==> src/backtrack_pkg.sv <==
/*
 * Backtrack response path definitions
 * Lane and bundle counts, FIFO sizing, packet, mask and route state types
 */

package backtrack_pkg;

    // --------------------
    // Sizes
    // --------------------

    // Backtrack lanes per bundle, last one forwards to the next bundle
    localparam int NUM_LANES = 4;

    // Bundles on the ring, one bit each in the bundle field
    localparam int NUM_BUNDLES = 4;

    // Response packet width
    localparam int PACKET_WIDTH = 32;

    // Entries in every FIFO of the path
    localparam int FIFO_DEPTH = 16;

    // Pointer and occupancy widths
    localparam int FIFO_ADDR_WIDTH = $clog2(FIFO_DEPTH);
    localparam int FIFO_COUNT_WIDTH = $clog2(FIFO_DEPTH + 1);

    // --------------------
    // Types
    // --------------------

    // Vertex identifier or payload word
    typedef logic [PACKET_WIDTH-1:0] backtrack_packet_t;

    // One-hot bundle identifier
    typedef logic [NUM_BUNDLES-1:0] bundle_sel_t;

    // One bit per lane
    typedef logic [NUM_LANES-1:0] lane_mask_t;

    // FIFO pointer and occupancy
    typedef logic [FIFO_ADDR_WIDTH-1:0] fifo_ptr_t;
    typedef logic [FIFO_COUNT_WIDTH-1:0] fifo_count_t;

    // Route control FSM
    typedef enum logic [1:0] {
        ROUTE_UNCONFIGURED,
        ROUTE_LOCAL,
        ROUTE_FORWARD,
        ROUTE_DISCARD
    } route_state_t;

    // --------------------
    // Derived constants
    // --------------------

    // Occupancy where prog_full rises, four entries of slack for the loop delay
    localparam fifo_count_t PROG_FULL_LEVEL = fifo_count_t'(12);

    // Index and mask of the forward lane
    localparam int FORWARD_LANE = NUM_LANES - 1;
    localparam lane_mask_t FORWARD_LANE_MASK = lane_mask_t'(1) << FORWARD_LANE;

endpackage

==> src/backtrack_fifo.sv <==
/*
 * Backtrack FIFO
 * Synchronous circular buffer with registered read data and count-based prog_full
 */

module backtrack_fifo (
    input  logic                            ap_clk,
    input  logic                            areset_backtrack,
    input  logic                            wr_en,
    input  backtrack_pkg::backtrack_packet_t wr_data,
    input  logic                            rd_en,
    output backtrack_pkg::backtrack_packet_t rd_data,
    output logic                            rd_valid,
    output logic                            empty,
    output logic                            full,
    output logic                            prog_full
);

    // --------------------
    // Storage and pointers
    // --------------------

    backtrack_pkg::backtrack_packet_t mem [backtrack_pkg::FIFO_DEPTH];

    backtrack_pkg::fifo_ptr_t   wr_ptr;
    backtrack_pkg::fifo_ptr_t   rd_ptr;
    backtrack_pkg::fifo_count_t count;
    backtrack_pkg::fifo_count_t count_next;

    // Accepted operations only
    logic do_write;
    logic do_read;

    // Wrap at the last entry, depth need not be a power of two
    function automatic backtrack_pkg::fifo_ptr_t ptr_inc(input backtrack_pkg::fifo_ptr_t ptr);
        if (ptr == backtrack_pkg::fifo_ptr_t'(backtrack_pkg::FIFO_DEPTH - 1)) begin
            return '0;
        end
        return ptr + 1'b1;
    endfunction

    // Flags straight from the occupancy
    assign empty = (count == '0);
    assign full  = (count == backtrack_pkg::fifo_count_t'(backtrack_pkg::FIFO_DEPTH));

    // Write when full and read when empty are dropped
    assign do_write = wr_en & ~full;
    assign do_read  = rd_en & ~empty;

    // Occupancy after this cycle
    always_comb begin
        count_next = count;
        if (do_write & ~do_read) begin
            count_next = count + 1'b1;
        end else if (do_read & ~do_write) begin
            count_next = count - 1'b1;
        end
    end

    // --------------------
    // Control state
    // --------------------

    always_ff @(posedge ap_clk) begin
        if (areset_backtrack) begin
            wr_ptr    <= '0;
            rd_ptr    <= '0;
            count     <= '0;
            rd_valid  <= 1'b0;
            prog_full <= 1'b0;
        end else begin
            if (do_write) begin
                wr_ptr <= ptr_inc(wr_ptr);
            end
            if (do_read) begin
                rd_ptr <= ptr_inc(rd_ptr);
            end
            count    <= count_next;
            // One pulse per accepted pop
            rd_valid <= do_read;
            // Compared on the next count so the flag tracks occupancy without lag
            prog_full <= (count_next >= backtrack_pkg::PROG_FULL_LEVEL);
        end
    end

    // --------------------
    // Data path
    // --------------------

    always_ff @(posedge ap_clk) begin
        if (do_write) begin
            mem[wr_ptr] <= wr_data;
        end
        // Popped entry shows up one cycle after the pop
        if (do_read) begin
            rd_data <= mem[rd_ptr];
        end
    end

endmodule

==> src/backtrack_lane_demux.sv <==
/*
 * Backtrack lane demux
 * Copies each popped response packet into every selected lane FIFO
 */

module backtrack_lane_demux (
    input  logic                             ap_clk,
    input  logic                             areset_backtrack,
    input  logic                             rd_valid,
    input  backtrack_pkg::backtrack_packet_t rd_data,
    input  backtrack_pkg::lane_mask_t        lane_select,
    output backtrack_pkg::lane_mask_t        lane_wr_en,
    output backtrack_pkg::backtrack_packet_t lane_wr_data
);

    // --------------------
    // Write strobes
    // --------------------

    // Strobe per lane for this packet
    backtrack_pkg::lane_mask_t lane_hit;

    // Empty select drops the packet
    always_comb begin
        for (int lane = 0; lane < backtrack_pkg::NUM_LANES; lane++) begin
            lane_hit[lane] = rd_valid & lane_select[lane];
        end
    end

    always_ff @(posedge ap_clk) begin
        if (areset_backtrack) begin
            lane_wr_en <= '0;
        end else begin
            lane_wr_en <= lane_hit;
        end
    end

    // --------------------
    // Shared data bus
    // --------------------

    // Captured with the strobe, all lanes see the same word
    always_ff @(posedge ap_clk) begin
        if (rd_valid) begin
            lane_wr_data <= rd_data;
        end
    end

endmodule

==> src/backtrack_lanes_top.sv <==
/*
 * Backtrack lanes top
 * Response FIFO, route control, demux and lane FIFOs of one bundle
 */

module backtrack_lanes_top #(
    parameter int ID_BUNDLE = 0
) (
    input  logic                             ap_clk,
    input  logic                             areset_backtrack,
    input  logic                             configure_route_valid,
    input  backtrack_pkg::bundle_sel_t       configure_route_bundle,
    input  backtrack_pkg::lane_mask_t        configure_route_lanes,
    input  logic                             engine_wr_en,
    input  backtrack_pkg::backtrack_packet_t engine_data,
    input  logic                             engine_rd_req,
    input  backtrack_pkg::lane_mask_t        lane_rd_en,
    output logic                             engine_prog_full,
    output backtrack_pkg::backtrack_packet_t lane_data [backtrack_pkg::NUM_LANES],
    output backtrack_pkg::lane_mask_t        lane_empty,
    output backtrack_pkg::lane_mask_t        lane_prog_full
);

    // Response FIFO side
    backtrack_pkg::backtrack_packet_t response_rd_data;
    logic                             response_rd_valid;
    logic                             response_empty;
    logic                             fifo_rd_en;

    // Lane side
    backtrack_pkg::lane_mask_t        lane_select;
    backtrack_pkg::lane_mask_t        lane_wr_en;
    backtrack_pkg::backtrack_packet_t lane_wr_data;

    // --------------------
    // Engine responses
    // --------------------

    backtrack_fifo response_fifo_inst (
        .ap_clk           (ap_clk),
        .areset_backtrack (areset_backtrack),
        .wr_en            (engine_wr_en),
        .wr_data          (engine_data),
        .rd_en            (fifo_rd_en),
        .rd_data          (response_rd_data),
        .rd_valid         (response_rd_valid),
        .empty            (response_empty),
        .full             (),
        .prog_full        (engine_prog_full)
    );

    // --------------------
    // Routing
    // --------------------

    backtrack_route_control #(
        .ID_BUNDLE (ID_BUNDLE)
    ) route_control_inst (
        .ap_clk                 (ap_clk),
        .areset_backtrack       (areset_backtrack),
        .configure_route_valid  (configure_route_valid),
        .configure_route_bundle (configure_route_bundle),
        .configure_route_lanes  (configure_route_lanes),
        .engine_rd_req          (engine_rd_req),
        .response_empty         (response_empty),
        .response_rd_valid      (response_rd_valid),
        .lane_prog_full         (lane_prog_full),
        .fifo_rd_en             (fifo_rd_en),
        .lane_select            (lane_select)
    );

    backtrack_lane_demux lane_demux_inst (
        .ap_clk           (ap_clk),
        .areset_backtrack (areset_backtrack),
        .rd_valid         (response_rd_valid),
        .rd_data          (response_rd_data),
        .lane_select      (lane_select),
        .lane_wr_en       (lane_wr_en),
        .lane_wr_data     (lane_wr_data)
    );

    // --------------------
    // Lane FIFOs
    // --------------------

    // Local lanes first, forward lane last
    for (genvar lane = 0; lane < backtrack_pkg::NUM_LANES; lane++) begin : g_lane
        backtrack_fifo lane_fifo_inst (
            .ap_clk           (ap_clk),
            .areset_backtrack (areset_backtrack),
            .wr_en            (lane_wr_en[lane]),
            .wr_data          (lane_wr_data),
            .rd_en            (lane_rd_en[lane]),
            .rd_data          (lane_data[lane]),
            .rd_valid         (),
            .empty            (lane_empty[lane]),
            .full             (),
            .prog_full        (lane_prog_full[lane])
        );
    end

endmodule

==> src/backtrack_route_control.sv <==
/*
 * Backtrack route control
 * Holds the route, samples lane fullness and decides when the response FIFO pops
 */

module backtrack_route_control #(
    parameter int ID_BUNDLE = 0
) (
    input  logic                       ap_clk,
    input  logic                       areset_backtrack,
    input  logic                       configure_route_valid,
    input  backtrack_pkg::bundle_sel_t configure_route_bundle,
    input  backtrack_pkg::lane_mask_t  configure_route_lanes,
    input  logic                       engine_rd_req,
    input  logic                       response_empty,
    input  logic                       response_rd_valid,
    input  backtrack_pkg::lane_mask_t  lane_prog_full,
    output logic                       fifo_rd_en,
    output backtrack_pkg::lane_mask_t  lane_select
);

    // One-hot code of this bundle
    backtrack_pkg::bundle_sel_t local_bundle;
    assign local_bundle = backtrack_pkg::bundle_sel_t'(1) << ID_BUNDLE;

    // Route request waiting to be applied
    logic                       cfg_pending;
    backtrack_pkg::bundle_sel_t cfg_bundle_q;
    backtrack_pkg::lane_mask_t  cfg_lanes_q;
    backtrack_pkg::route_state_t cfg_state;

    // Active route
    backtrack_pkg::route_state_t route_state;
    backtrack_pkg::lane_mask_t   route_lanes;
    backtrack_pkg::lane_mask_t   dest_mask;

    // Sampled gating inputs
    logic                      engine_rd_req_q;
    backtrack_pkg::lane_mask_t lane_prog_full_q;

    logic route_idle;
    logic pop_allow;

    // --------------------
    // Route decode
    // --------------------

    // Empty mask discards, else local or forward by the bundle field
    always_comb begin
        if (cfg_lanes_q == '0) begin
            cfg_state = backtrack_pkg::ROUTE_DISCARD;
        end else if (cfg_bundle_q == local_bundle) begin
            cfg_state = backtrack_pkg::ROUTE_LOCAL;
        end else begin
            cfg_state = backtrack_pkg::ROUTE_FORWARD;
        end
    end

    // Destination lanes of the active route
    always_comb begin
        case (route_state)
            backtrack_pkg::ROUTE_LOCAL:
                dest_mask = route_lanes & ~backtrack_pkg::FORWARD_LANE_MASK;
            backtrack_pkg::ROUTE_FORWARD:
                dest_mask = backtrack_pkg::FORWARD_LANE_MASK;
            default:
                dest_mask = '0;
        endcase
    end

    // No pop issued and no packet leaving the response FIFO
    assign route_idle = ~fifo_rd_en & ~response_rd_valid;

    // Only lanes on the route gate the pop, pending change holds it
    assign pop_allow = (route_state != backtrack_pkg::ROUTE_UNCONFIGURED) & ~cfg_pending &
                       engine_rd_req_q & ~response_empty &
                       ~(|(dest_mask & lane_prog_full_q));

    // --------------------
    // Route registers
    // --------------------

    always_ff @(posedge ap_clk) begin
        if (areset_backtrack) begin
            cfg_pending <= 1'b0;
            route_state <= backtrack_pkg::ROUTE_UNCONFIGURED;
            route_lanes <= '0;
        end else begin
            // New strobe wins over an applied one in the same cycle
            if (configure_route_valid) begin
                cfg_pending <= 1'b1;
            end else if (cfg_pending & route_idle) begin
                cfg_pending <= 1'b0;
            end
            // Switch only with the read pipeline empty
            if (cfg_pending & route_idle) begin
                route_state <= cfg_state;
                route_lanes <= cfg_lanes_q;
            end
        end
    end

    // Route payload
    always_ff @(posedge ap_clk) begin
        if (configure_route_valid) begin
            cfg_bundle_q <= configure_route_bundle;
            cfg_lanes_q  <= configure_route_lanes;
        end
    end

    // --------------------
    // Sampling and pop
    // --------------------

    always_ff @(posedge ap_clk) begin
        if (areset_backtrack) begin
            engine_rd_req_q  <= 1'b0;
            lane_prog_full_q <= '0;
            fifo_rd_en       <= 1'b0;
            lane_select      <= '0;
        end else begin
            engine_rd_req_q  <= engine_rd_req;
            lane_prog_full_q <= lane_prog_full;
            fifo_rd_en       <= pop_allow;
            lane_select      <= dest_mask;
        end
    end

endmodule

==> config.mk <==
export PLATFORM = sky130hd
export DESIGN_NAME = backtrack_lanes_top
export DESIGN_NICKNAME = d
export VERILOG_FILES = /design/src/backtrack_pkg.sv /design/src/backtrack_fifo.sv /design/src/backtrack_lane_demux.sv /design/src/backtrack_lanes_top.sv /design/src/backtrack_route_control.sv
export SDC_FILE = /design/constraint.sdc
export NUM_CORES = 2
export LEC_CHECK = 0
export ABC_AREA = 1
export BUFFER_PORTS_ARGS = -buffer_cell sky130_fd_sc_hd__buf_2
export CORE_MARGIN = 2
export CORE_UTILIZATION = 57
export CTS_BUF_LIST = sky130_fd_sc_hd__clkbuf_2
export DETAILED_ROUTE_END_ITERATION = 12
export HOLD_SLACK_MARGIN = 0.03
export MAX_ROUTING_LAYER = met4
export PLACE_DENSITY = 0.73
export SYNTH_ARGS = -nofsm -noshare
export SYNTH_HDL_FRONTEND = slang
export SYNTH_HIERARCHICAL = 1
export SYNTH_SLANG_ARGS = --single-unit
==> constraint.sdc <==
create_clock -name ap_clk -period 5.2 [get_ports ap_clk]
set_clock_uncertainty 0.1 [all_clocks]
set_input_delay 0.78 -clock ap_clk [delete_from_list [all_inputs] [get_ports ap_clk]]
set_output_delay 0.78 -clock ap_clk [all_outputs]
set_load 0.03 [all_outputs]
==> summary.md <==
| Metric | Value |
|---|---|
| Outcome | `finished, final reports clean` |
| Achievable frequency | `roughly 250 MHz` |
| Number of hold violations in the final report | `0` |
| Type of element capturing the critical path | `output pin` |
| Most Frequent Cell on Critical Path | `inv_1` |
| Minimum setup slack among reg-to-reg paths | `approximately 1.8 ns` |
| Max incr delay on CP | `roughly 0.35 ns` |
| Unrepaired setup endpoints after global routing | `false` |
| Setup Slack @ Placement | `~2.0 ns` |
| CP cell instances | `inv_1 > ha_1 > nand3_1 > inv_1 > buf_2` |
| Startpoint of the lowest-slack hold path | `lane_rd_en[3]` |
| I/O pin count | `between 150 and 200` |
| Most common library cell in the layout ignoring fill and taps | `edfxtp_1` |
| Reported leakage power | `between 40 and 50 nW` |
| Worst rel slew slack | `0.07615` |
| Clock Tree Buf Depth | `4` |
| Total negative slack for setup checks | `0 ns` |
| Kind of start point of the critical path | `flop` |
| Final weighted congestion in routability-driven placement | `a little under 0.9` |
| Count of placed standard cells including taps | `between 10,000 and 15,000` |
| CTS Buf Count | `between 600 and 700` |
| Maximum number of pins on one net before global-route repair | `approximately 190` |
| DP HPWL | `147.2 mm` |
| Via Count | `between 70,000 and 80,000` |
| Initial Utilization | `0.5720` |
| Count of input and output buffers | `around 190` |
| Maximum ir drop on the vdd rail | `0.3452 mV` |
| Number of nets with antenna violations after routing | `0` |
| Arrival time reported for the critical path endpoint | `between 3 and 4 ns` |
| Average wire per standard cell | `23.25 µm` |
| Synth warn | `6` |
| CTS tree | `done` |
| Cell row count | `162` |
| CORE AREA | `0.1942 mm²` |
| Filler cell count in the final layout | `about 14,000` |
| Number of nets produced by synthesis | `8,312` |
| Classification of the worst-slack hold path | `input pin to flop` |
| Power per unit of standard cell area | `between 400 and 500 mW/mm²` |
| Pin slew with the least headroom to its limit | `about 1.4 ns` |
| Number of optimization iterations in the first detailed-route pass | `8` |
| Smallest setup slack after layout | `~1.1 ns` |
| Multi-input gate area in the final layout | `roughly 0.024 mm²` |
| Post-Synthesis Mean Instance Area | `about 13 µm²` |
| Category of the critical setup timing path | `flop to output pin` |
| PnR Total Power | `between 50 and 60 mW` |
| Overall routing resource usage | `0.2820` |
| Clock edge transition at the registers on the reported setup and hold paths | `between 0.1 and 0.15 ns` |
| DRC | `0` |
| Routed WL | `275.6 mm` |
| Commonest cells after routing, fill and taps aside | `edfxtp_1 (2,760), nor2_1 (1,986), clkbuf_2 (1,036)` |
| Proportion of layout cells with a drive suffix above 1 | `0.1685` |
| Slew Viols, Final | `0` |
| Setup-violating endpoint count in the final report | `0` |
| Min Tclk post-route | `around 4.1 ns` |
| GRT overflow | `0` |
| Cells after synthesis | `~8,000` |
| Total area of sequential cells | `0.08475 mm²` |
| Final non-filler cell total | `11,860` |
| Number of max-capacitance violations reported | `0` |
| Global-route wire length before repair | `between 400 and 500 mm` |
| Iteration-0 DRC Markers | `approximately 8,500` |
| NumNets Final | `a little under 9,000` |
| Summed instance area of the synthesized netlist | `between 0.1 and 0.15 mm²` |
| Clock latency reported for the late side of the worst-skew pair | `1.93 ns` |
| Antenna violations before repair | `9` |
| Num Clock Sinks | `about 2,900` |
| Number of cells traversed by the worst register-to-register path | `7` |
| Signed area change from the synthesized netlist to the final layout | `9.106%` |
| Resized cells post-CTS | `0` |
| Buffer and inverter count on the worst path | `3` |
| Vias in the first global route | `69,090` |
| Crit Reg-Reg Startpoint | `response_fifo_inst/count[0]` |
| Instance count along the most critical hold path | `8` |
| Vias per std cell | `5.988` |
| Capture point of the worst reg-to-reg path | `response_fifo_inst/mem[14][0]` |
| Floorplan die area | `around 0.20 mm²` |
| Endpoint of the worst hold-timing path | `g_lane[3].lane_fifo_inst/count[4]` |
| Library cell contributing the largest single delay on the critical path | `dfxtp_1` |
| Count of H-tree levels built during CTS | `6` |
| Die width | `approximately 450 µm` |
| Data required time at the worst endpoint | `4.32 ns` |
| Buffer cell driving the clock tree root | `clkbuf_2` |
| Part of the cycle the worst path needs | `0.7790` |
| Cell family contributing the most delay on the critical path | `buffers and inverters` |
| Crit path max fanout | `4` |
| Die boundary height | `445.4 µm` |
-- worst reg2reg max path, delay by kind of cell (launching register included) --
family                     cells  cell delay, ns
adders and majority gates      1            0.24
buffers and inverters          2            0.36
DFF                            1            0.39
and+or+nand+nor                4            1.70
-- per-stage QoR --
step | hold WS [ns] | instance area [µm²] | util
global placement | 0.3001 | 114100 | 0.5877
finish | 0.2737 | 121200 | 0.6241
floorplan | 0.2952 | 111100 | -
detailed placement | 0.3045 | 114100 | 0.5877
global route | 0.2061 | 121200 | 0.6240
CTS | 0.04082 | 121200 | 0.6239
-- worst max path at each step --
stage / from / slack (ns) / cells after the start / endpoint
floorplan: engine_wr_en / 1.41 / 3 / response_fifo_inst/mem[7][0]
detailed placement: engine_wr_en / 2.03 / 5 / response_fifo_inst/mem[14][12]
CTS: g_lane[3].lane_fifo_inst/prog_full / 0.89 / 1 / lane_prog_full[3]
global placement: engine_wr_en / 2.12 / 5 / response_fifo_inst/mem[14][21]
global route: g_lane[2].lane_fifo_inst/count[0] / 0.90 / 5 / lane_empty[2]
finish: g_lane[2].lane_fifo_inst/count[0] / 1.15 / 5 / lane_empty[2]
-- state kept, by name, summed over array words and instances (netlist names), 3 cells and up --
name,cells
g_lane.lane_fifo_inst/count,20
g_lane.lane_fifo_inst/mem,2048
g_lane.lane_fifo_inst/prog_full,4
g_lane.lane_fifo_inst/rd_data,128
g_lane.lane_fifo_inst/rd_ptr,16
g_lane.lane_fifo_inst/wr_ptr,16
lane_demux_inst/lane_wr_data,32
lane_demux_inst/lane_wr_en,4
response_fifo_inst/count,5
response_fifo_inst/mem,512
response_fifo_inst/rd_data,32
response_fifo_inst/rd_ptr,4
response_fifo_inst/wr_ptr,4
route_control_inst/cfg_bundle_q,4
route_control_inst/cfg_lanes_q,4
route_control_inst/lane_prog_full_q,4
route_control_inst/lane_select,4
route_control_inst/route_lanes,3
-- report_power, final --
part / leakage (nW) / total [mW] / switching (mW) / internal [mW]
logic: 10.2 / 10.6 / 7.41 / 3.16
clock network: 4.69 / 14.2 / 8.55 / 5.63
registers: 25.6 / 26.8 / 1.05 / 25.8
-- metal layers --
metal  vias up  global-route usage  part of all wire
met1     34860              0.3734              0.39
met4         0              0.1142             0.035
li1      31890                   -                 -
met2      3726              0.4363              0.48
met5         -                   -                 0
met3       522             0.05150             0.095
-- layout make-up --
| class | instances | share of cell area |
|---|---|---|
| multi-input combinational | 4725 | 0.1958 |
| timing repair buffer | 407 | 0.02453 |
| antenna | 11 | 0.0002271 |
| clock buffer | 1036 | 0.04279 |
| inverter | 141 | 0.004615 |
| tap | 2542 | 0.02625 |
| clock inverter | 145 | 0.006453 |
| sequential | 2851 | 0.6993 |
-- what timing repair did --
| item | CTS | global route |
|---|---|---|
| setup buffers | 0 | 0 |
| hold buffers | 107 | 0 |
| hold endpoints to repair | 1014 | 0 |
No activity file was read; power rests on OpenSTA's default activity.
